--- config.mk ---
export PLATFORM = sky130hd
export DESIGN_NAME = pwo_ctrl
export DESIGN_NICKNAME = d
export VERILOG_FILES = /design/src/common/ntt_pkg.sv /design/src/pwo/pwo_ctrl.sv
export VERILOG_INCLUDE_DIRS = /design/src /design/src/common
export SDC_FILE = /design/constraint.sdc
export NUM_CORES = 1
export LEC_CHECK = 0
export BUFFER_PORTS_ARGS = -buffer_cell sky130_fd_sc_hd__buf_2
export CORE_AREA = 3 3 40 42
export CTS_CLUSTER_SIZE = 8
export DETAILED_ROUTE_END_ITERATION = 12
export DIE_AREA = 0 0 43 45
export GPL_ROUTABILITY_DRIVEN = 0
export SLEW_MARGIN = 10
export SYNTH_ARGS = -nofsm -noshare
export SYNTH_HDL_FRONTEND = slang
export SYNTH_SLANG_ARGS = --single-unit
--- constraint.sdc ---
create_clock -name clk -period 1 [get_ports clk]
set_input_delay 0.05 -clock clk [delete_from_list [all_inputs] [get_ports clk]]
set_output_delay 0.05 -clock clk [all_outputs]
set_load 0.05 [all_outputs]
--- src/common/ntt_defs.svh ---
//====================
// Size and modulus constants for the point-wise polynomial engine
// Include wherever a width or the modulus is needed
//====================
`ifndef NTT_DEFS_SVH
`define NTT_DEFS_SVH

// Lane width, one coefficient per lane
`define NTT_REG_SIZE 24

// Dilithium prime, 2^23 - 2^13 + 1
`define NTT_Q 8380417

// Coefficients per polynomial
`define NTT_N 256

// Coefficients packed in one memory word
`define NTT_LANES 4

// Words per polynomial
`define NTT_WORDS (`NTT_N / `NTT_LANES)

// 256-word memories
`define NTT_ADDR_WIDTH 8

`endif

--- src/common/ntt_pkg.sv ---
//====================
// Shared types for the PWO engine, its memories and the testbench
//====================
`include "ntt_defs.svh"

package ntt_pkg;

    // Four coefficients of 24 bits
    typedef logic [`NTT_LANES-1:0][`NTT_REG_SIZE-1:0] ntt_word_t;
    typedef logic [`NTT_ADDR_WIDTH-1:0] ntt_addr_t;

    //====================
    // Enums
    //====================
    typedef enum logic [1:0] {
        MODE_PWM,
        MODE_PWA,
        MODE_PWS
    } mode_t;

    typedef enum logic [1:0] {
        ST_IDLE,
        ST_RUN,
        ST_DRAIN
    } pwo_state_t;

    // Host port memory select
    typedef enum logic [1:0] {
        MEM_A,
        MEM_B,
        MEM_C
    } mem_sel_t;

    //====================
    // Structs
    //====================
    // Polynomial start addresses
    typedef struct packed {
        ntt_addr_t base_a;
        ntt_addr_t base_b;
        ntt_addr_t base_c;
    } pwo_base_t;

    // One read or write request
    typedef struct packed {
        logic      en;
        ntt_addr_t addr;
    } mem_req_t;

    typedef struct packed {
        logic      wr_en;
        logic      rd_en;
        mem_sel_t  sel;
        ntt_addr_t addr;
        ntt_word_t wr_data;
    } host_req_t;

    // Operands for one word, tagged with its destination
    typedef struct packed {
        logic      valid;
        logic      last;
        ntt_addr_t wr_addr;
        ntt_word_t a;
        ntt_word_t b;
        ntt_word_t c_old;
    } pwo_op_t;

    // Result write into memory C
    typedef struct packed {
        logic      valid;
        logic      last;
        ntt_addr_t addr;
        ntt_word_t data;
    } pwo_wr_t;

endpackage

--- src/pwo/pwo_ctrl.sv ---
//====================
// Sequencer for one point-wise operation over a full polynomial
// Latches the settings on start, runs the word counter, pulses done
//====================
`timescale 1ns/1ps

module pwo_ctrl (
    input  logic           clk,
    input  logic           reset,
    input  logic           start,
    input  ntt_pkg::mode_t mode,
    input  logic           accumulate,
    input  logic           sampler_mode,
    input  logic           sampler_valid,
    input  logic           last_issued,
    input  logic           result_last,
    output logic           busy,
    output logic           done,
    output logic           count_en,
    output logic           count_clear,
    output logic           op_valid,
    output ntt_pkg::mode_t op_mode,
    output logic           op_accumulate,
    output logic           op_sampler
);

    ntt_pkg::pwo_state_t state;

    //====================
    // State and settings
    //====================
    always_ff @(posedge clk) begin
        if (reset) begin
            state         <= ntt_pkg::ST_IDLE;
            op_valid      <= 1'b0;
            op_mode       <= ntt_pkg::MODE_PWM;
            op_accumulate <= 1'b0;
            op_sampler    <= 1'b0;
        end else begin
            // Read data lands one cycle after the request
            op_valid <= count_en;
            case (state)
                ntt_pkg::ST_IDLE: begin
                    if (start) begin
                        state         <= ntt_pkg::ST_RUN;
                        op_mode       <= mode;
                        op_accumulate <= accumulate;
                        op_sampler    <= sampler_mode;
                    end
                end
                ntt_pkg::ST_RUN: begin
                    // 64th word requested, only the pipeline is left
                    if (last_issued) begin
                        state <= ntt_pkg::ST_DRAIN;
                    end
                end
                ntt_pkg::ST_DRAIN: begin
                    if (result_last) begin
                        state <= ntt_pkg::ST_IDLE;
                    end
                end
                default: state <= ntt_pkg::ST_IDLE;
            endcase
        end
    end

    // Counter restarts at word 0 on an accepted start
    assign count_clear = (state == ntt_pkg::ST_IDLE) && start;

    // Stream gaps hold the counter in sampler mode
    assign count_en = (state == ntt_pkg::ST_RUN) && (!op_sampler || sampler_valid);

    assign busy = (state != ntt_pkg::ST_IDLE);

    // Last result write goes out in the same cycle
    assign done = (state == ntt_pkg::ST_DRAIN) && result_last;

    //====================
    // Checks
    //====================
    // Pipeline is empty by the time done fires
    a_done_drain: assert property (@(posedge clk) disable iff (reset)
        done |-> (state == ntt_pkg::ST_DRAIN) && !op_valid);

    // Nothing issued or in flight at the memories while idle
    a_idle_quiet: assert property (@(posedge clk) disable iff (reset)
        (state == ntt_pkg::ST_IDLE) |-> !count_en && !op_valid);

endmodule

== Word level (Yosys, flattened, before mapping) ==
Cells that the tools add are included.

* Output and inout bits: 9
* Word-level logic and storage cells: 23
* Flip-flop bits (word level): 7
* Input port bits: 10

* Multiplexer cells: 4
* Equal/unequal tests: 5
* Reductions and logical operators: 9

{| class="wikitable"
|+ Operators by type and width
! cell !! count
|-
| two-way mux 2 bit || 3
|-
| inequality test 2 bit (second input constant) || 3
|-
| one-hot mux 2 bit (3 select lines) || 1
|-
| logical AND 1 bit || 3
|-
| AND reduction 3 bit || 1
|-
| == test 2 x 1 -> 1 bit (second input constant) || 1
|-
| == test 2 bit (second input constant) || 1
|-
| zero test 2 bit || 1
|-
| AND reduction 2 bit || 1
|-
| nonzero test 2 bit || 1
|-
| zero test 1 bit || 1
|-
| logical OR 1 bit || 1
|}

== Depth between registers and ports, before layout ==
Gate-level depths: netlist (run 1).

* Word-level depth: 3
* Gate-level depth with buffers: 3
* Gate-level depth less buffers: 2

== Worst setup path before layout (run 1) ==
No wires, ideal clock.

* Path kind: flip-flop to output port
* Start: register state[0]
* End: output port count_en
* Data required time: 0.950 ns
* Stages on the path, launching flop included: 4
* Buffers on the path: 1
* Path slack: -0.540 ns
* Arrival time: 1.490 ns
* Path through: dfxtp_1 > buf_6 > or2b_2 > a21oi_1

* Cells in the longest elaborated chain, start to end: 2

{| class="wikitable"
|+ Ends and longest elaborated chain
! element !! line !! source
|-
| start, declared || pwo_ctrl.sv:27 || <nowiki>ntt_pkg::pwo_state_t state;</nowiki>
|-
| start signal, assigned || pwo_ctrl.sv:34 || <nowiki>state <= ntt_pkg::ST_IDLE;</nowiki>
|-
| start signal, assigned || pwo_ctrl.sv:45 || <nowiki>state <= ntt_pkg::ST_RUN;</nowiki>
|-
| start signal, assigned || pwo_ctrl.sv:54 || <nowiki>state <= ntt_pkg::ST_DRAIN;</nowiki>
|-
| == test 2 x 1 -> 1 bit || pwo_ctrl.sv:71 || <nowiki>assign count_en = (state == ntt_pkg::ST_RUN) && (!op_sampler || sampler_valid);</nowiki>
|-
| logical AND 1 bit || pwo_ctrl.sv:71 ||
|-
| end, declared || pwo_ctrl.sv:19 || <nowiki>output logic count_en,</nowiki>
|}

No other way between the ends.

== Worst setup path after layout (run 1) ==
* Start: register state[1]
* End: output port count_en

The elaborated chain is that of the path after synthesis.

==> results of run 1 <==
==> layer usage <==
| metal | up-vias | wire length (um) |
|---|---|---|
| met3 | 2 | 65 |
| met2 | 13 | 297 |
| li1 | 166 | - |
| met5 | - | 0 |
| met4 | 0 | 6 |
| met1 | 128 | 284 |
==> where the power goes <==
part           total [mW]  switching, mW  internal, mW
Sequential          0.313         0.0133         0.299
Clock               0.245         0.0938         0.152
Combinational       0.276          0.160         0.116
==> cell type report <==
type | count | area share (%)
inverter | 1 | 0.677
timing repair buffer | 22 | 28.7
clock buffer | 4 | 4.74
sequential | 7 | 26.2
multi-input combinational | 24 | 36.3
tap | 15 | 3.39
==> worst max-delay path: stages, from the launching register on <==
cell and delay, ns:
dfxtp_4 0.36, or2b_4 0.25, a21oi_2 0.11, buf_6 0.17
==> repair_timing <==
item | in CTS | in global routing
pin swaps | 0 | 3
endpoints found under the setup margin | 9 | 11
cloned | 0 | 0
gates resized for setup | 18 | 3
endpoints found under the hold margin | 0 | 0
buffers inserted | 1 | 1
==> sequential cells by signal (all words and copies together), names as in the netlist <==
name,cells
op_sampler,1
op_mode,2
state,2
op_accumulate,1
op_valid,1
==> logic make-up after synthesis <==
logic type / synth area share, %
AO/OA/AOI/OAI: 7.81
buffers and inverters: 5.57
flip-flops: 41.6
multiplexers: 11.9
AND/OR/NAND/NOR: 33.1
==> cell usage in the layout, fill, tap and decap left out <==
cell type,n
a2111oi_0,1
a211oi_2,1
a21oi_1,1
a21oi_2,1
buf_2,13
buf_4,2
buf_6,5
buf_8,1
clkbuf_1,1
clkbuf_4,4
dfxtp_1,5
dfxtp_2,1
dfxtp_4,1
inv_1,1
mux2i_1,4
nand2_2,1
nand2b_1,8
nand3b_1,1
nor2_1,1
nor2_4,1
nor3b_4,1
or2_4,1
or2b_4,1
or3b_1,1
==> worst paths after layout <==
path	from	to	slack, ns	depth (start not counted)
worst min-delay path	last_issued	state[0]$_SDFFE_PP0P_	0.02	2
worst max register to register	state[0]$_SDFFE_PP0P_	op_mode[1]$_SDFFE_PP0P_	-0.06	4
worst max-delay path	state[1]$_SDFFE_PP0P_	count_en	-0.18	3
worst min register to register	op_mode[0]$_SDFFE_PP0P_	op_mode[0]$_SDFFE_PP0P_	0.47	2
==> through the flow <==
step                instance area, um2  util [%]
finish                             554      43.1
floorplan                          340         -
detailed placement                 449      35.0
global route                       554      43.1
CTS                                538      41.9
global placement                   449      35.0
==> flow_summary.json, run 1 <==
{
  "status": "finished with violations",
  "violations": "setup timing",
  "power_mw": 0.835,
  "vias": 309,
  "wl_per_cell_um": 8.95,
  "setup_viol": 8,
  "placeableCoreArea_um2": 1280,
  "rsz0062_at_grt": "yes",
  "firstDrtPassIters": 3,
  "gr-usage-met2_pct": 9.88,
  "hold_viol": 0,
  "grt_pass1_vias": 251,
  "dp_cells": 67,
  "numPortBuffers": 18,
  "ios": 19,
  "netlist_instances": 34,
  "hold_buffers": 0,
  "ant_nets": 0,
  "cts-buffers-inserted": 3,
  "die_area_um2": 1940,
  "cts.sinks": 7,
  "cts_root_buf": "clkbuf_4",
  "tightest_slew_ns": 0.345,
  "synth-seq-cells": 7,
  "finalSetupTns_ns": -0.801,
  "period_minus_slack_ns": 1.18,
  "slew_violations": 0,
  "layout.cells.non_filler": 73,
  "nets": 69,
  "holdWs_ns": 0.0189,
  "crit_type": "reg2out",
  "ir_drop_mv": 0.710,
  "fillers": 128,
  "hpwlAfterDp_um": 488,
  "drt_wl_total_um": 653,
  "synthFlopType": "dfxtp_1",
  "place_ws_ns": -0.0899,
  "cts_max_path_buffers": 2,
  "fin_crit_sh_pct": 118,
  "drv_cap": 0,
  "worst_slack_ns": -0.181,
  "powerDensity_nw_per_um2": 1510,
  "cts_tree": "built",
  "netlist_top_cells_count": "nand2b_1 (8), dfxtp_1 (7), mux2i_1 (4), a21oi_1 (2), nor2_1 (2)",
  "synthToLayoutAreaGrowth_pct": 64.7,
  "synth_area_um2": 337,
  "viasPerCell": 4.23,
  "route.detailed.drc": 0,
  "met1_usage_pct": 8.78,
  "crit_path_start_kind": "flip-flop",
  "syn_nets": 44,
  "synth_edf_count": 0,
  "fmax_ghz": 0.847,
  "grt_busiest_layer": "met2",
  "overflow": 0,
  "drt_iter0_markers": 5,
  "grt_antenna_before_repair": 0,
  "clock_latency_ns": 0.24,
  "row_count": 13,
  "grtUsageMet3_pct": 6.37,
  "register_area_um2": 145,
  "initial_core_util_pct": 26.2,
  "synth.avg_cell_area_um2": 9.90,
  "crit_path_end_kind": "output pin",
  "synth_cell_types": 16,
  "grt_max_degree": 12,
  "required_ns": 0.95,
  "ys_seq_area_share_pct": 41.6,
  "yosys-top-cells-area": "dfxtp_1 (42%), nand2b_1 (15%), mux2i_1 (12%), nor3b_4 (5.6%), buf_6 (3.3%)",
  "multiInputGateArea_um2": 201,
  "hp-class": "in2reg",
  "power.leakage_nw": 0.252,
  "timing.slew.headroom_pct": 76.4,
  "num_antenna_cells": 0,
  "cp_max_fo": 6,
  "ys_warn_count": 0,
  "synth_top_area_share_pct": 41.6,
  "dieHeight_um": 45,
  "die_w_um": 43,
  "layout-drive-gt1-share_pct": 58.6,
  "cp.arrival_ns": 1.13,
  "grt_pass1_wl_um": 1040,
  "synthMostInstantiatedCell": "nand2b_1",
  "fin_worst_skew_ns": 0.000910,
  "synth_async_sr_flop_share_pct": 0,
  "yosys.area.top_type": "dfxtp_1",
  "cts-htree-levels": 1,
  "path_clk_slew_ns": 0.05,
  "grtUsageTotal_pct": 7.86
}
Power figures use the tool's default switching activity.
==> run 2: changes to the inputs <==
--- a/config.mk
+++ b/config.mk
@@ -12,6 +12,7 @@
 export DETAILED_ROUTE_END_ITERATION = 12
 export DIE_AREA = 0 0 43 45
 export GPL_ROUTABILITY_DRIVEN = 0
+export GPL_TIMING_DRIVEN = 0
 export SLEW_MARGIN = 10
 export SYNTH_ARGS = -nofsm -noshare
 export SYNTH_HDL_FRONTEND = slang
==> run 2 against run 1 <==
Against the previous run:
- clock skew decreased by 0.00065 ns
- non-clock buffer count increased by 3
- sequential share of layout area decreased by 1.8 points
- clock-buffer cell count unchanged
- highest routed layer unchanged
- combinational power increased by 13%
- the run still ends with setup timing left
- sequential power about the same
- fmax decreased by 3.1%
- critical path type unchanged
- clock power increased by 7%
- routed wire length increased by 30%
- sequential cell count unchanged
- first-iteration DRC count decreased by 80%
==> flow_summary.json, run 2 (synthesized netlist as in run 1, its figures left out) <==
{
  "rsz0062_at_grt": "yes",
  "placeableCoreArea_um2": 1280,
  "ant_nets": 0,
  "ios": 19,
  "gr-usage-met2_pct": 17.1,
  "ir_drop_mv": 0.944,
  "status": "finished with violations",
  "cp_max_fo": 3,
  "numPortBuffers": 18,
  "cp.arrival_ns": 1.17,
  "mostFrequentLayoutCells": "buf_2 (13), nand2b_1 (8), buf_6 (6)",
  "hold_path_end": "op_sampler$_SDFFE_PP0P_",
  "cts_tree": "built",
  "power_mw": 0.890,
  "cts.sinks": 7,
  "met1_usage_pct": 9.98,
  "wl_per_cell_um": 11.2,
  "timing.slew.headroom_pct": 71.2,
  "grtUsageTotal_pct": 10.0,
  "initial_core_util_pct": 26.2,
  "rr_startpoint": "state[0]$_SDFFE_PP0P_",
  "vias": 329,
  "rr_worst_depth": 4,
  "firstDrtPassIters": 2,
  "cts-buffers-inserted": 3,
  "period_minus_slack_ns": 1.22,
  "final_common_cell": "buf_2",
  "die_w_um": 43,
  "required_ns": 0.95,
  "route.detailed.drc": 0,
  "violations": "setup timing",
  "fin_crit_sh_pct": 122,
  "setup_viol": 10,
  "finalSetupTns_ns": -1.19,
  "regToRegSetupSlack_ns": -0.12,
  "power.leakage_nw": 0.269,
  "place_ws_ns": -0.149,
  "cts-htree-levels": 1,
  "crit_path_end_kind": "output pin",
  "num_antenna_cells": 0,
  "overflow": 0,
  "drt_wl_total_um": 848,
  "reg.largest.list": "op_mode: 2 flops, state: 2 flops",
  "tightest_slew_ns": 0.432,
  "hold_viol": 0,
  "clock_latency_ns": 0.25,
  "fmax_ghz": 0.821,
  "grt_max_degree": 11,
  "powerDensity_nw_per_um2": 1470,
  "layout-drive-gt1-share_pct": 55.7,
  "path_clk_slew_ns": 0.05,
  "drv_cap": 0,
  "cts_root_buf": "clkbuf_4",
  "drt_iter0_markers": 1,
  "min_from": "sampler_mode",
  "synthToLayoutAreaGrowth_pct": 79.9,
  "viasPerCell": 4.33,
  "row_count": 13,
  "worst_slack_ns": -0.218,
  "fin_worst_skew_ns": 0.000260,
  "grt_pass1_wl_um": 1350,
  "grt_pass1_vias": 301,
  "hp-class": "in2reg",
  "cts_max_path_buffers": 2,
  "fillers": 115,
  "reg2reg_to": "op_mode[1]$_SDFFE_PP0P_",
  "grtUsageMet3_pct": 6.37,
  "hold_path_depth": 3,
  "grt_busiest_layer": "met2",
  "die_area_um2": 1940,
  "dieHeight_um": 45,
  "slew_violations": 0,
  "grt_antenna_before_repair": 0,
  "nets": 72,
  "crit_type": "reg2out",
  "crit_path_start_kind": "flip-flop"
}
## run 2: changes by cell type in the layout (fill, tap and decap cells not counted), sizes merged
cell / change
dlygate4sd3: +1
buf: +1
clkbuf: +1
## run 2: power breakdown
part / switching [mW] / total (mW) / internal (mW) / leakage, nW
combinational: 0.172 / 0.312 / 0.140 / 0.195
sequential: 0.0177 / 0.316 / 0.299 / 0.0589
clock: 0.109 / 0.262 / 0.153 / 0.0150
## run 2: stage by stage
stage          cells  area [um2]  hold WS [ns]  util [%]
2_1_floorplan     34         340         0.167         -
3_3_place_gp      67         449         0.278      35.0
3_5_place_dp      67         449         0.277      35.0
4_1_cts           76         582        0.0555      45.3
5_1_grt           76         606        0.0522      47.1
6_report          76         606        0.0582      47.1
## run 2: layout make-up
type                       count  area, um2  area share, %
sequential                     7        148           24.4
buffer                         1       3.75          0.620
timing repair buffer          24        193           31.8
tap                           15       18.8           3.10
multi-input combinational     24        213           35.1
inverter                       1       3.75          0.620
clock buffer                   4       26.3           4.34
## run 2: how the worst max path moves through the flow
stage | start | slack [ns] | endpoint
detailed placement | state[0]$_SDFFE_PP0P_ | -0.15 | count_en
CTS | state[0]$_SDFFE_PP0P_ | -0.28 | count_en
global route | state[0]$_SDFFE_PP0P_ | -0.29 | count_en
global placement | state[0]$_SDFFE_PP0P_ | -0.15 | count_en
finish | state[0]$_SDFFE_PP0P_ | -0.22 | count_en
floorplan | state[0]$_SDFFE_PP0P_ | -0.33 | op_accumulate$_SDFFE_PP0P_
## run 2: metal layers
metal	vias up	wire length, um	part of all wire, %
met5	-	0	0
met1	146	299	35
met3	2	91	11
li1	167	-	-
met2	14	445	52
met4	0	11	1.3
## run 2: worst max-delay path: stages, from the launching register on
cell     delay [ns]
dfxtp_4        0.36
or2b_4         0.27
a21oi_2        0.11
buf_6          0.17
## run 2: what timing repair did
item | 4_1_cts | 5_1_grt
hold buffers | 1 | 0
endpoints found under the hold margin | 1 | 0
pin swaps | 4 | 3
endpoints found under the setup margin | 9 | 12
setup buffers | 4 | 1
gates resized for setup | 18 | 6
