===== config.mk =====
export PLATFORM = sky130hd
export DESIGN_NAME = pwo_addr_gen
export DESIGN_NICKNAME = d
export VERILOG_FILES = /design/src/common/ntt_pkg.sv /design/src/pwo/pwo_addr_gen.sv
export VERILOG_INCLUDE_DIRS = /design/src /design/src/common
export SDC_FILE = /design/constraint.sdc
export NUM_CORES = 1
export LEC_CHECK = 0
export ABC_AREA = 1
export BUFFER_PORTS_ARGS = -buffer_cell sky130_fd_sc_hd__buf_2
export CAP_MARGIN = 25
export CORE_MARGIN = 2
export CORE_UTILIZATION = 35
export DETAILED_ROUTE_END_ITERATION = 12
export GPL_ROUTABILITY_DRIVEN = 0
export SLEW_MARGIN = 40
export SYNTH_ARGS = -nofsm -noshare
export SYNTH_HDL_FRONTEND = slang
export SYNTH_SLANG_ARGS = --single-unit

===== constraint.sdc =====
create_clock -name clk -period 1.7 [get_ports clk]
set_input_delay 0.085 -clock clk [delete_from_list [all_inputs] [get_ports clk]]
set_output_delay 0.085 -clock clk [all_outputs]
set_load 0.005 [all_outputs]

===== src/common/ntt_defs.svh =====
//====================
// Size and modulus constants for the point-wise polynomial engine
// Include wherever a width or the modulus is needed
//====================
`ifndef NTT_DEFS_SVH
`define NTT_DEFS_SVH

// Lane width, one coefficient per lane
`define NTT_REG_SIZE 24

// Dilithium prime, 2^23 - 2^13 + 1
`define NTT_Q 8380417

// Coefficients per polynomial
`define NTT_N 256

// Coefficients packed in one memory word
`define NTT_LANES 4

// Words per polynomial
`define NTT_WORDS (`NTT_N / `NTT_LANES)

// 256-word memories
`define NTT_ADDR_WIDTH 8

`endif


===== src/common/ntt_pkg.sv =====
//====================
// Shared types for the PWO engine, its memories and the testbench
//====================
`include "ntt_defs.svh"

package ntt_pkg;

    // Four coefficients of 24 bits
    typedef logic [`NTT_LANES-1:0][`NTT_REG_SIZE-1:0] ntt_word_t;
    typedef logic [`NTT_ADDR_WIDTH-1:0] ntt_addr_t;

    //====================
    // Enums
    //====================
    typedef enum logic [1:0] {
        MODE_PWM,
        MODE_PWA,
        MODE_PWS
    } mode_t;

    typedef enum logic [1:0] {
        ST_IDLE,
        ST_RUN,
        ST_DRAIN
    } pwo_state_t;

    // Host port memory select
    typedef enum logic [1:0] {
        MEM_A,
        MEM_B,
        MEM_C
    } mem_sel_t;

    //====================
    // Structs
    //====================
    // Polynomial start addresses
    typedef struct packed {
        ntt_addr_t base_a;
        ntt_addr_t base_b;
        ntt_addr_t base_c;
    } pwo_base_t;

    // One read or write request
    typedef struct packed {
        logic      en;
        ntt_addr_t addr;
    } mem_req_t;

    typedef struct packed {
        logic      wr_en;
        logic      rd_en;
        mem_sel_t  sel;
        ntt_addr_t addr;
        ntt_word_t wr_data;
    } host_req_t;

    // Operands for one word, tagged with its destination
    typedef struct packed {
        logic      valid;
        logic      last;
        ntt_addr_t wr_addr;
        ntt_word_t a;
        ntt_word_t b;
        ntt_word_t c_old;
    } pwo_op_t;

    // Result write into memory C
    typedef struct packed {
        logic      valid;
        logic      last;
        ntt_addr_t addr;
        ntt_word_t data;
    } pwo_wr_t;

endpackage


===== src/pwo/pwo_addr_gen.sv =====
//====================
// Word counter issuing reads to A, B and C at base plus index
// Tags are delayed one cycle to line up with read data
//====================
`timescale 1ns/1ps
`include "ntt_defs.svh"

module pwo_addr_gen (
    input  logic                clk,
    input  logic                reset,
    input  logic                count_en,
    input  logic                count_clear,
    input  ntt_pkg::pwo_base_t  base,
    input  ntt_pkg::ntt_word_t  sampler_data,
    output ntt_pkg::mem_req_t   rd_a,
    output ntt_pkg::mem_req_t   rd_b,
    output ntt_pkg::mem_req_t   rd_c,
    output logic                last_issued,
    output ntt_pkg::ntt_addr_t  tag_wr_addr,
    output logic                tag_last,
    output ntt_pkg::ntt_word_t  tag_sampler
);

    localparam int IDX_W = $clog2(`NTT_WORDS);

    logic [IDX_W-1:0]   index;
    ntt_pkg::ntt_addr_t index_ext;
    ntt_pkg::pwo_base_t base_q;

    // Word index, wraps back to 0 after the last word
    always_ff @(posedge clk) begin
        if (reset) begin
            index <= '0;
        end else if (count_clear) begin
            index <= '0;
        end else if (count_en) begin
            index <= index + 1'b1;
        end
    end

    // Bases held for the whole run
    always_ff @(posedge clk) begin
        if (count_clear) begin
            base_q <= base;
        end
    end

    assign index_ext = ntt_pkg::ntt_addr_t'(index);

    assign rd_a.en   = count_en;
    assign rd_a.addr = base_q.base_a + index_ext;
    assign rd_b.en   = count_en;
    assign rd_b.addr = base_q.base_b + index_ext;
    // C read fetches the old word for accumulate, same address gets the result
    assign rd_c.en   = count_en;
    assign rd_c.addr = base_q.base_c + index_ext;

    assign last_issued = count_en && (index == IDX_W'(`NTT_WORDS - 1));

    //====================
    // Tags, one cycle behind the requests
    //====================
    always_ff @(posedge clk) begin
        if (reset) begin
            tag_last <= 1'b0;
        end else begin
            tag_last <= last_issued;
        end
    end

    always_ff @(posedge clk) begin
        if (count_en) begin
            tag_wr_addr <= rd_c.addr;
            // Stream word taken in the cycle it was accepted
            tag_sampler <= sampler_data;
        end
    end

endmodule


=== Word-level counts from Yosys, hierarchy flattened ===
Cells that the tools add are included.

* Bits in registers: 135
* Input bits: 124

* Add/sub/neg operators: 4
* Eq/ne operators: 1
* Reduce and logical (&&, ||, !) cells: 2

{| class="wikitable"
|+ Operators with widths
! operator !! number
|-
| 8-bit by 6-bit adder with 8-bit output || 3
|-
| 6-bit by 1-bit adder with 6-bit output, second input constant || 1
|-
| 6-bit == test, second input constant || 1
|-
| 2-bit OR reduction || 1
|-
| 1-bit logical AND || 1
|}

=== Longest topological paths before layout ===
Gate-level depths: netlist of the first run.

* Depth in word-level cells: 2
* Gate-level depth with buffers: 10
* Mapped depth without buffers: 10

=== Least setup slack after synthesis of the first run ===
OpenSTA, ideal clock, no wires.

* Path type: register to register
* Start: reg index[0]
* End: reg tag_wr_addr[6] (data pin)
* Arrival: 1.371 ns
* Data required time: 1.435 ns
* Path slack: 0.064 ns
* Cell stages (with the launch flop): 9
* Buffers on the path: 0
* Clock period less this slack: 1.636 ns
* Cell sequence: dfxtp_1 -> ha_1 -> fa_1 -> nand2_1 -> nand2_1 -> nand3b_1 -> nand2_1 -> nand2_1 -> nand2_1

{| class="wikitable"
|+ RTL lines
! element !! line !! RTL
|-
| start, declared || pwo_addr_gen.sv:26 || <nowiki>logic [IDX_W-1:0] index;</nowiki>
|-
| start signal, assigned || pwo_addr_gen.sv:37 || <nowiki>index <= index + 1'b1;</nowiki>
|-
| end signal, assigned || pwo_addr_gen.sv:73 || <nowiki>tag_wr_addr <= rd_c.addr;</nowiki>
|-
| end, declared || pwo_addr_gen.sv:19 || <nowiki>output ntt_pkg::ntt_addr_t tag_wr_addr,</nowiki>
|}

==> impl_metrics.tcl, run 1 <==
set metrics [dict create \
    outcome "complete, but fails checks" \
    violations "negative setup slack" \
    hold_viol_final 0 \
    ctsHtreeMaxLevel 4 \
    post-route-drc-count 0 \
    num_rows 44 \
    clock-root-buffer "clkbuf_16" \
    synth_seq_area_share_pct 78.1 \
    routed_wirelength_mm 15.6 \
    cp_slowest_cell "dfxtp_4" \
    r2r_cells 8 \
    skew_ns 0.00640 \
    syn-instance-count 332 \
    fin_setup_tns_ns -2.65 \
    synth-seq-cells 135 \
    maxSlewHeadroom_pct 70.0 \
    wl_per_cell_um 16.5 \
    start_util_pct 35.5 \
    whs_endpoint "base_q[11]" \
    setup_ws_ns -0.285 \
    rr_endpoint "tag_wr_addr[6]" \
    finalPower_uw 8970 \
    antenna_found_initial 0 \
    num_antenna_cells 0 \
    dieArea_um2 15600 \
    cts_sinks 135 \
    cts_tree "yes" \
    drt_iter0_drc 232 \
    clk-insertion-delay-late_ns 0.42 \
    power_density_nw_per_um2 981 \
    dr.pass1.iters 4 \
    rsz0062_at_grt "true" \
    die_x_um 125 \
    r2r_slack_ns 0.10 \
    coreArea_um2 14400 \
    grt_pass1_vias 4537 \
    period_minus_slack_ns 1.99 \
    syn_area_um2 5100 \
    end_kind "output pin" \
    path_class "flop to output pin" \
    crit_buf_inv 1 \
    worstPathArrival_ns 1.90 \
    cp-start-kind "flop" \
    viasPerCell 4.47 \
    clockBufferDepth 2 \
    max_freq_mhz 504 \
    cp_common_cell "nand2_1" \
    crit_fanout 4 \
    r2r-start "index[0]" \
    setup_viol 20 \
    critPathTopFamily "adder cells" \
    io_buffer_count 256 \
    crit_required_ns 1.62 \
    path_cells "ha_2, fa_2, nand2_2, nand2_2, nand3b_1, nand2_1, nand2_1, nand2_1, buf_2" \
    grt.overflow.total 0 \
    dieHeight_um 125 \
    max_stage_delay_ns 0.37 \
    track_usage_pct 20.0 \
    numCtsBuffers 17 \
    hp-class "input port to flop" \
    irDropWorstVdd_v 0.000605 \
    syn-num-nets 478 \
    cts.clk_slew.worst_paths_ns 0.06 \
    grt_pass1_wl_mm 23.6 \
    yosys_warnings 0 \
    io-pin-count 257 \
    avgSynthCellArea_um2 15.4 \
    total_leakage_power_uw 0.00404 \
    yosysUniqueCellTypes 25 \
    hold_path_depth 1 \
    grt_max_degree 37 \
    nFillCells 1044 \
    areaGrowthSynthToFinish_pct 79.2 \
    tightest_slew_ns 0.449 \
    drv_cap 0 \
    timing.final.max_slew_violations 0 \
    layout_commonest_cell "buf_2" \
    ant_nets 0 \
    min_from "count_clear" \
    drive_gt1_share_pct 52.3 \
    dpl.hpwl_mm 10.2 \
    fin_crit_sh_pct 117 \
    nets 899 \
    final_cell_mix "buf_2, edfxtp_1, dlygate4sd3_1" \
    num_vias 4239 \
]
kinds of logic after synthesis:
logic type / after synthesis / share of synthesized area [%]
compound gates: 12 / 1.28
xor+xnor: 9 / 1.55
fa+ha+maj: 22 / 5.84
buf+inv: 39 / 3.24
flops: 135 / 78.1
simple gates: 115 / 10.0
stage by stage:
step / cell area (um2) / hold slack [ns] / setup slack, ns / util [%] / instances
finish: 9140 / 0.0420 / -0.285 / 63.6 / 949
global route: 9140 / 0.0324 / -0.391 / 63.6 / 949
CTS: 8890 / 0.0273 / -0.286 / 61.8 / 940
detailed placement: 6690 / 0.263 / 0.0164 / 46.6 / 781
global placement: 6690 / 0.261 / 0.0691 / 46.6 / 781
floorplan: 5100 / 0.164 / 0.0638 / - / 332
synthesized netlist by cell type:
| cell type | n | area (um2) |
|---|---|---|
| nor2_1 | 16 | 60.1 |
| o21ai_1 | 1 | 5.00 |
| inv_1 | 35 | 131 |
| nand2_4 | 1 | 11.3 |
| fa_1 | 3 | 60.1 |
| o21ai_0 | 1 | 5.00 |
| nand4_1 | 1 | 6.26 |
| nand3b_1 | 5 | 37.5 |
| or2_1 | 5 | 31.3 |
| ha_1 | 19 | 238 |
| buf_6 | 1 | 11.3 |
| a21boi_0 | 1 | 7.51 |
| dfxtp_1 | 7 | 140 |
| xor2_1 | 2 | 17.5 |
| nand2_1 | 67 | 251 |
| nor2_4 | 1 | 11.3 |
| edfxtp_1 | 128 | 3840 |
| a21boi_1 | 1 | 7.51 |
| nand2_2 | 1 | 6.26 |
| a21oi_1 | 8 | 40.0 |
| nand3_1 | 14 | 70.1 |
| xnor2_1 | 7 | 61.3 |
| nor3_1 | 3 | 15.0 |
| buf_4 | 3 | 22.5 |
| nand3_2 | 1 | 10.0 |
what timing repair did:
action,in CTS,in global routing
endpoints found under the setup margin,23,22
resized for setup,59,45
pin swaps,23,35
endpoints found under the hold margin,124,0
buffers inserted,7,9
hold buffers,121,0
sequential cells by signal, summed over array words and instances (netlist names):
register and cells:
tag_wr_addr 8, tag_last 1, index 6, base_q 24, tag_sampler 96
layer usage:
layer,vias up,routed length (um),GRT usage (%)
met5,-,0,0
met4,0,424,9.45
met3,30,1010,5.28
met2,188,8290,36.4
met1,2016,5910,21.4
li1,2005,-,-
report_power, final:
group	switching, uW	internal [uW]	total [uW]
sequential	97.8	3920	4020
combinational	447	610	1060
clock	1430	2470	3900
total	1980	7000	8970
layout make-up:
type / count / area, um2 / area share (%)
Clock buffer: 18 / 429 / 4.69
Multi-Input combinational cell: 158 / 1400 / 15.3
Tap cell: 184 / 230 / 2.52
Inverter: 35 / 131 / 1.44
Sequential cell: 135 / 4000 / 43.8
Timing Repair Buffer: 406 / 2750 / 30.1
Clock inverter: 13 / 196 / 2.15
how the worst max path moves through the flow:
| stage | cells after the start | startpoint | endpoint |
|---|---|---|---|
| finish | 9 | index[0] | rd_c[6] |
| global route | 11 | index[0] | rd_b[6] |
| CTS | 9 | base_q[0] | rd_c[6] |
| detailed placement | 11 | index[0] | rd_a[6] |
| global placement | 8 | index[0] | tag_wr_addr[6] |
| floorplan | 8 | index[0] | tag_wr_addr[6] |
No activity file was read; power rests on OpenSTA's default activity.
==> run 2: changes to the inputs <==
--- a/config.mk
+++ b/config.mk
@@ -11,6 +11,7 @@
 export CAP_MARGIN = 25
 export CORE_MARGIN = 2
 export CORE_UTILIZATION = 35
+export CTS_BUF_LIST = sky130_fd_sc_hd__clkbuf_4
 export DETAILED_ROUTE_END_ITERATION = 12
 export GPL_ROUTABILITY_DRIVEN = 0
 export SLEW_MARGIN = 40
==> constraint.sdc (replaced) <==
create_clock -name clk -period 1.7 [get_ports clk]
set_input_delay 0.085 -clock clk [delete_from_list [all_inputs] [get_ports clk]]
set_output_delay 0.085 -clock clk [all_outputs]
set_load 0.02 [all_outputs]
==> impl_metrics.tcl, run 2 (synthesis results as in run 1) <==
set metrics [dict create \
    grt_max_degree 40 \
    hold_viol_final 0 \
    cts.clk_slew.worst_paths_ns 0.14 \
    hp-class "input port to flop" \
    clockBufferDepth 2 \
    p_sw_share_pct 27.5 \
    timing.final.max_slew_violations 0 \
    tightest_slew_ns 0.444 \
    whs_ns 0.243 \
    io_buffer_count 256 \
    setup_viol 22 \
    areaGrowthSynthToFinish_pct 75.7 \
    rsz0062_at_grt "true" \
    dieArea_um2 15600 \
    drv_cap 0 \
    path_class "flop to output pin" \
    start_util_pct 35.5 \
    drive_gt1_share_pct 52.5 \
    regArea_um2 4010 \
    grt_pass1_wl_mm 22.9 \
    power.switching_uw 2140 \
    cp-start-kind "flop" \
    p_seq_share_pct 51.5 \
    maxSlewHeadroom_pct 70.4 \
    dp_cells 780 \
    viasPerCell 4.40 \
    final_cells 952 \
    cts_sinks 135 \
    outcome "complete, but fails checks" \
    dieHeight_um 125 \
    irDropWorstVdd_v 0.000425 \
    nFillCells 1055 \
    final_cell_mix "buf_2, edfxtp_1, dlygate4sd3_1" \
    top_register "tag_sampler" \
    setup_ws_ns -0.449 \
    drt_iter0_drc 194 \
    power_density_nw_per_um2 866 \
    antenna_found_initial 0 \
    nets 901 \
    cp_common_cell "nand2_1" \
    end_kind "output pin" \
    dr.pass1.iters 4 \
    max_stage_delay_ns 0.40 \
    largest_reg_flops 96 \
    num_vias 4192 \
    fin_crit_sh_pct 126 \
    post-route-drc-count 0 \
    grt_pass1_vias 4434 \
    worstPathArrival_ns 2.06 \
    ant_nets 0 \
    internal-power_uw 5620 \
    wl_per_cell_um 16.0 \
    period_minus_slack_ns 2.15 \
    total_leakage_power_uw 0.00393 \
    top_regs "tag_sampler x96, base_q x24, tag_wr_addr x8" \
    grt.overflow.total 0 \
    dpl.hpwl_mm 9.69 \
    crit_required_ns 1.62 \
    path_cells "ha_2, fa_2, nand2_1, nand2_2, nand3b_1, nand2_1, nand2_1, nand2_2, buf_6" \
    r2r_slack_ns 0.06 \
    track_usage_pct 19.3 \
    routed_wirelength_mm 15.3 \
    die_x_um 125 \
    num_antenna_cells 0 \
    cts_tree "yes" \
    max_freq_mhz 465 \
    ctsHtreeMaxLevel 4 \
    clk-insertion-delay-late_ns 0.54 \
    p_comb_share_pct 18.1 \
    violations "negative setup slack" \
    layout_commonest_cell "buf_2" \
    io-pin-count 257 \
    crit_fanout 4 \
    cp_slowest_cell "dfxtp_4" \
    numCtsBuffers 17 \
    p_clk_share_pct 30.4 \
    num_rows 44 \
    clock-root-buffer "clkbuf_4" \
    multi_input_area_um2 1380 \
    skew_ns 0.0185 \
    coreArea_um2 14400 \
]
==> run 2: changes by cell type in the layout (fill, tap and decap cells not counted), moves of 3 or more <==
cell and delta:
nand2_4 -3, buf_2 -19, nand2_2 +5, buf_6 +16, xnor2_1 -3, clkbuf_4 +17, clkbuf_16 -17, xnor2_2 +3
==> run 2: path summary, 6_finish.rpt <==
| check | startpoint | end | cells past startpoint |
|---|---|---|---|
| worst max-delay path | index[0] | rd_c[6] | 9 |
| worst min-delay path | base[11] | base_q[11] | 2 |
| worst max register to register | index[0] | tag_wr_addr[6] | 8 |
| worst min register to register | index[3] | index[3] | 2 |
==> run 2: metrics by stage <==
stage / worst slack, ns / instance area [um2] / setup TNS (ns) / power [uW] / util [%]
3_3_place_gp: 0.0372 / 6720 / 0 / 5050 / 46.8
4_1_cts: -0.502 / 8880 / -8.25 / 7810 / 61.8
5_1_grt: -0.606 / 8960 / -9.32 / 8060 / 62.4
2_1_floorplan: 0.00318 / 5130 / 0 / 4560 / -
6_report: -0.449 / 8960 / -6.65 / 7760 / 62.4
3_5_place_dp: 0.00556 / 6720 / 0 / 5070 / 46.8
==> run 2: timing repair <==
action,CTS,global route
pin swaps,32,21
endpoints found under the setup margin,22,25
resized for setup,114,22
hold buffers,123,0
endpoints found under the hold margin,152,0
setup buffers,18,2
==> run 2: final cells by class <==
type,instances,area share [%]
Inverter,35,1.47
Sequential cell,135,44.7
Timing Repair Buffer,408,32.3
Multi-Input combinational cell,158,15.4
Tap cell,184,2.57
Clock buffer,17,1.42
Clock inverter,15,2.15
==> run 2: power by group through the flow <==
stage	clock [uW]	combinational, uW	sequential [uW]
global route	2560	1480	4020
CTS	2450	1370	3990
detailed placement	0	1010	4060
floorplan	0	231	4330
global placement	0	1000	4050
finish	2360	1400	4000
==> run 2: per-layer routing <==
layer	wire (um)	track usage, %	part of all wire, %
met3	1040	6.10	6.8
met1	5780	20.6	38
met4	289	6.28	1.9
met5	0	0	0
met2	8150	35.8	53
==> run 2: worst max-delay path: cells and delay by family (launching register included) <==
family | cells | cell delay, ns
buffers and inverters | 1 | 0.13
adder cells (fa/ha/maj) | 2 | 0.57
flip-flops | 1 | 0.40
AND/OR/NAND/NOR | 6 | 0.46
==> run 3: changes to the inputs <==
--- a/config.mk
+++ b/config.mk
@@ -14,6 +14,7 @@
 export CTS_BUF_LIST = sky130_fd_sc_hd__clkbuf_4
 export DETAILED_ROUTE_END_ITERATION = 12
 export GPL_ROUTABILITY_DRIVEN = 0
+export RECOVER_POWER = 100
 export SLEW_MARGIN = 40
 export SYNTH_ARGS = -nofsm -noshare
 export SYNTH_HDL_FRONTEND = slang
==> impl_metrics.tcl, run 3 (synthesis results as in run 1) <==
set metrics [dict create \
    outcome "complete, but fails checks" \
    violations "negative setup slack" \
    antenna_found_initial 0 \
    num_rows 44 \
    fin_setup_tns_ns -7.94 \
    nets 901 \
    nFillCells 1140 \
    internal-power_uw 5550 \
    grt.overflow.total 0 \
    hp-class "input port to flop" \
    tightest_slew_ns 1.05 \
    p_comb_share_pct 17.3 \
    setup_ws_ns -0.494 \
    power_density_nw_per_um2 879 \
    irDropWorstVdd_v 0.000439 \
    top_regs "tag_sampler x96, base_q x24, tag_wr_addr x8" \
    layout_commonest_cell "edfxtp_1" \
    grt_max_degree 40 \
    rsz0062_at_grt "true" \
    dp_cells 780 \
    max_freq_mhz 456 \
    crit_required_ns 1.62 \
    total_leakage_power_uw 0.00358 \
    ctsHtreeMaxLevel 4 \
    num_vias 4218 \
    dieHeight_um 125 \
    worstPathArrival_ns 2.11 \
    post-route-util_pct 61.0 \
    io-pin-count 257 \
    routed_wirelength_mm 15.3 \
    clock-root-buffer "clkbuf_4" \
    io_buffer_count 256 \
    final_cell_mix "edfxtp_1, dlygate4sd3_1, clkbuf_1" \
    setup_viol 25 \
    cp-start-kind "flop" \
    grt_pass1_wl_mm 22.9 \
    regArea_um2 4010 \
    skew_ns 0.0190 \
    track_usage_pct 19.3 \
    cts_tree "yes" \
    path_class "flop to output pin" \
    maxSlewHeadroom_pct 29.8 \
    top_register "tag_sampler" \
    fin_crit_sh_pct 129 \
    end_kind "output pin" \
    areaGrowthSynthToFinish_pct 71.7 \
    timing.final.max_slew_violations 0 \
    numCtsBuffers 17 \
    clockBufferDepth 2 \
    period_minus_slack_ns 2.19 \
    grt_pass1_vias 4434 \
    dieArea_um2 15600 \
    ant_nets 0 \
    multi_input_area_um2 1370 \
    dp_slack_ns 0.00556 \
    cts.clk_slew.worst_paths_ns 0.14 \
    p_clk_share_pct 30.6 \
    coreArea_um2 14400 \
    dr.pass1.iters 4 \
    cts_sinks 135 \
    clk-insertion-delay-late_ns 0.54 \
    viasPerCell 4.43 \
    post-route-drc-count 0 \
    crit_fanout 3 \
    die_x_um 125 \
    final_cells 952 \
    power.switching_uw 2140 \
    drv_cap 0 \
    dpl.hpwl_mm 9.69 \
    num_antenna_cells 0 \
    wl_per_cell_um 16.1 \
    p_seq_share_pct 52.0 \
    drive_gt1_share_pct 36.5 \
    start_util_pct 35.5 \
    hold_viol_final 0 \
    p_sw_share_pct 27.8 \
    largest_reg_flops 96 \
    drt_iter0_drc 218 \
]
==> run 3: cell types whose count changed in the layout (fill, tap and decap cells not counted) <==
cell      delta
nand2_2      -1
buf_2      -119
nand3_1      +1
o21ai_1      -1
clkbuf_4     +3
buf_4        -5
nand3_4      -1
nand2_1      +1
buf_12       -2
clkbuf_1   +121
clkbuf_2     +2
o21ai_0      +1
==> run 3: metrics by stage <==
| stage | hold slack, ns | total power (uW) | cell area, um2 |
|---|---|---|---|
| 5_1_grt | 0.191 | 8000 | 8760 |
| 3_3_place_gp | 0.262 | 5050 | 6720 |
| 2_1_floorplan | 0.164 | 4560 | 5130 |
| 4_1_cts | 0.168 | 7810 | 8880 |
| 6_report | 0.240 | 7700 | 8760 |
| 3_5_place_dp | 0.263 | 5070 | 6720 |
==> run 3: per-layer routing <==
layer  global-route usage (%)  vias to the layer above  routed length, um
met4                     6.28                        0                265
met3                     6.10                       20               1080
met5                        0                        -                  0
li1                         -                     2008                  -
met2                     35.8                      187               8210
met1                     20.6                     2003               5770
==> run 3: layout make-up <==
type / count / area share (%)
clock inverters: 15 / 2.20
inverters: 35 / 1.50
multi-input cells: 158 / 15.6
well taps: 184 / 2.63
clock buffers: 17 / 1.46
flip-flops and latches: 135 / 45.7
repair buffers: 408 / 30.9
==> run 3: timing repair <==
action                                 in CTS  in global routing
resized for setup                         114                 22
buffers inserted                           18                  2
endpoints found under the hold margin     152                  0
hold buffers                              123                  0
cloned                                      0                  0
pin swaps                                  32                 21
setup endpoints to repair                  22                 25
==> run 3: power groups by stage <==
stage | sequential (uW) | clock [uW] | combinational, uW
after detailed placement | 4060 | 0 | 1010
after global placement | 4050 | 0 | 1000
after CTS | 3990 | 2450 | 1370
after floorplan | 4330 | 0 | 231
after global routing | 4030 | 2560 | 1410
final | 4010 | 2360 | 1330
==> run 3: path summary, 6_finish.rpt <==
| check | startpoint | slack, ns | to | cells past startpoint |
|---|---|---|---|---|
| worst max register to register | base_q[1] | 0.03 | tag_wr_addr[5] | 7 |
| worst min-delay path | base[11] | 0.24 | base_q[11] | 2 |
| worst min register to register | index[3] | 0.61 | index[3] | 2 |
| worst max-delay path | base_q[1] | -0.49 | rd_c[5] | 8 |
==> run 3: worst max-delay path: stages, from the launching register on <==
cell and delay [ns]:
edfxtp_1 0.45, ha_1 0.33, nand3_2 0.08, nand3_1 0.22, nand2_2 0.15, nand2_1 0.06
nand2_1 0.05, nand2_1 0.08, buf_6 0.14
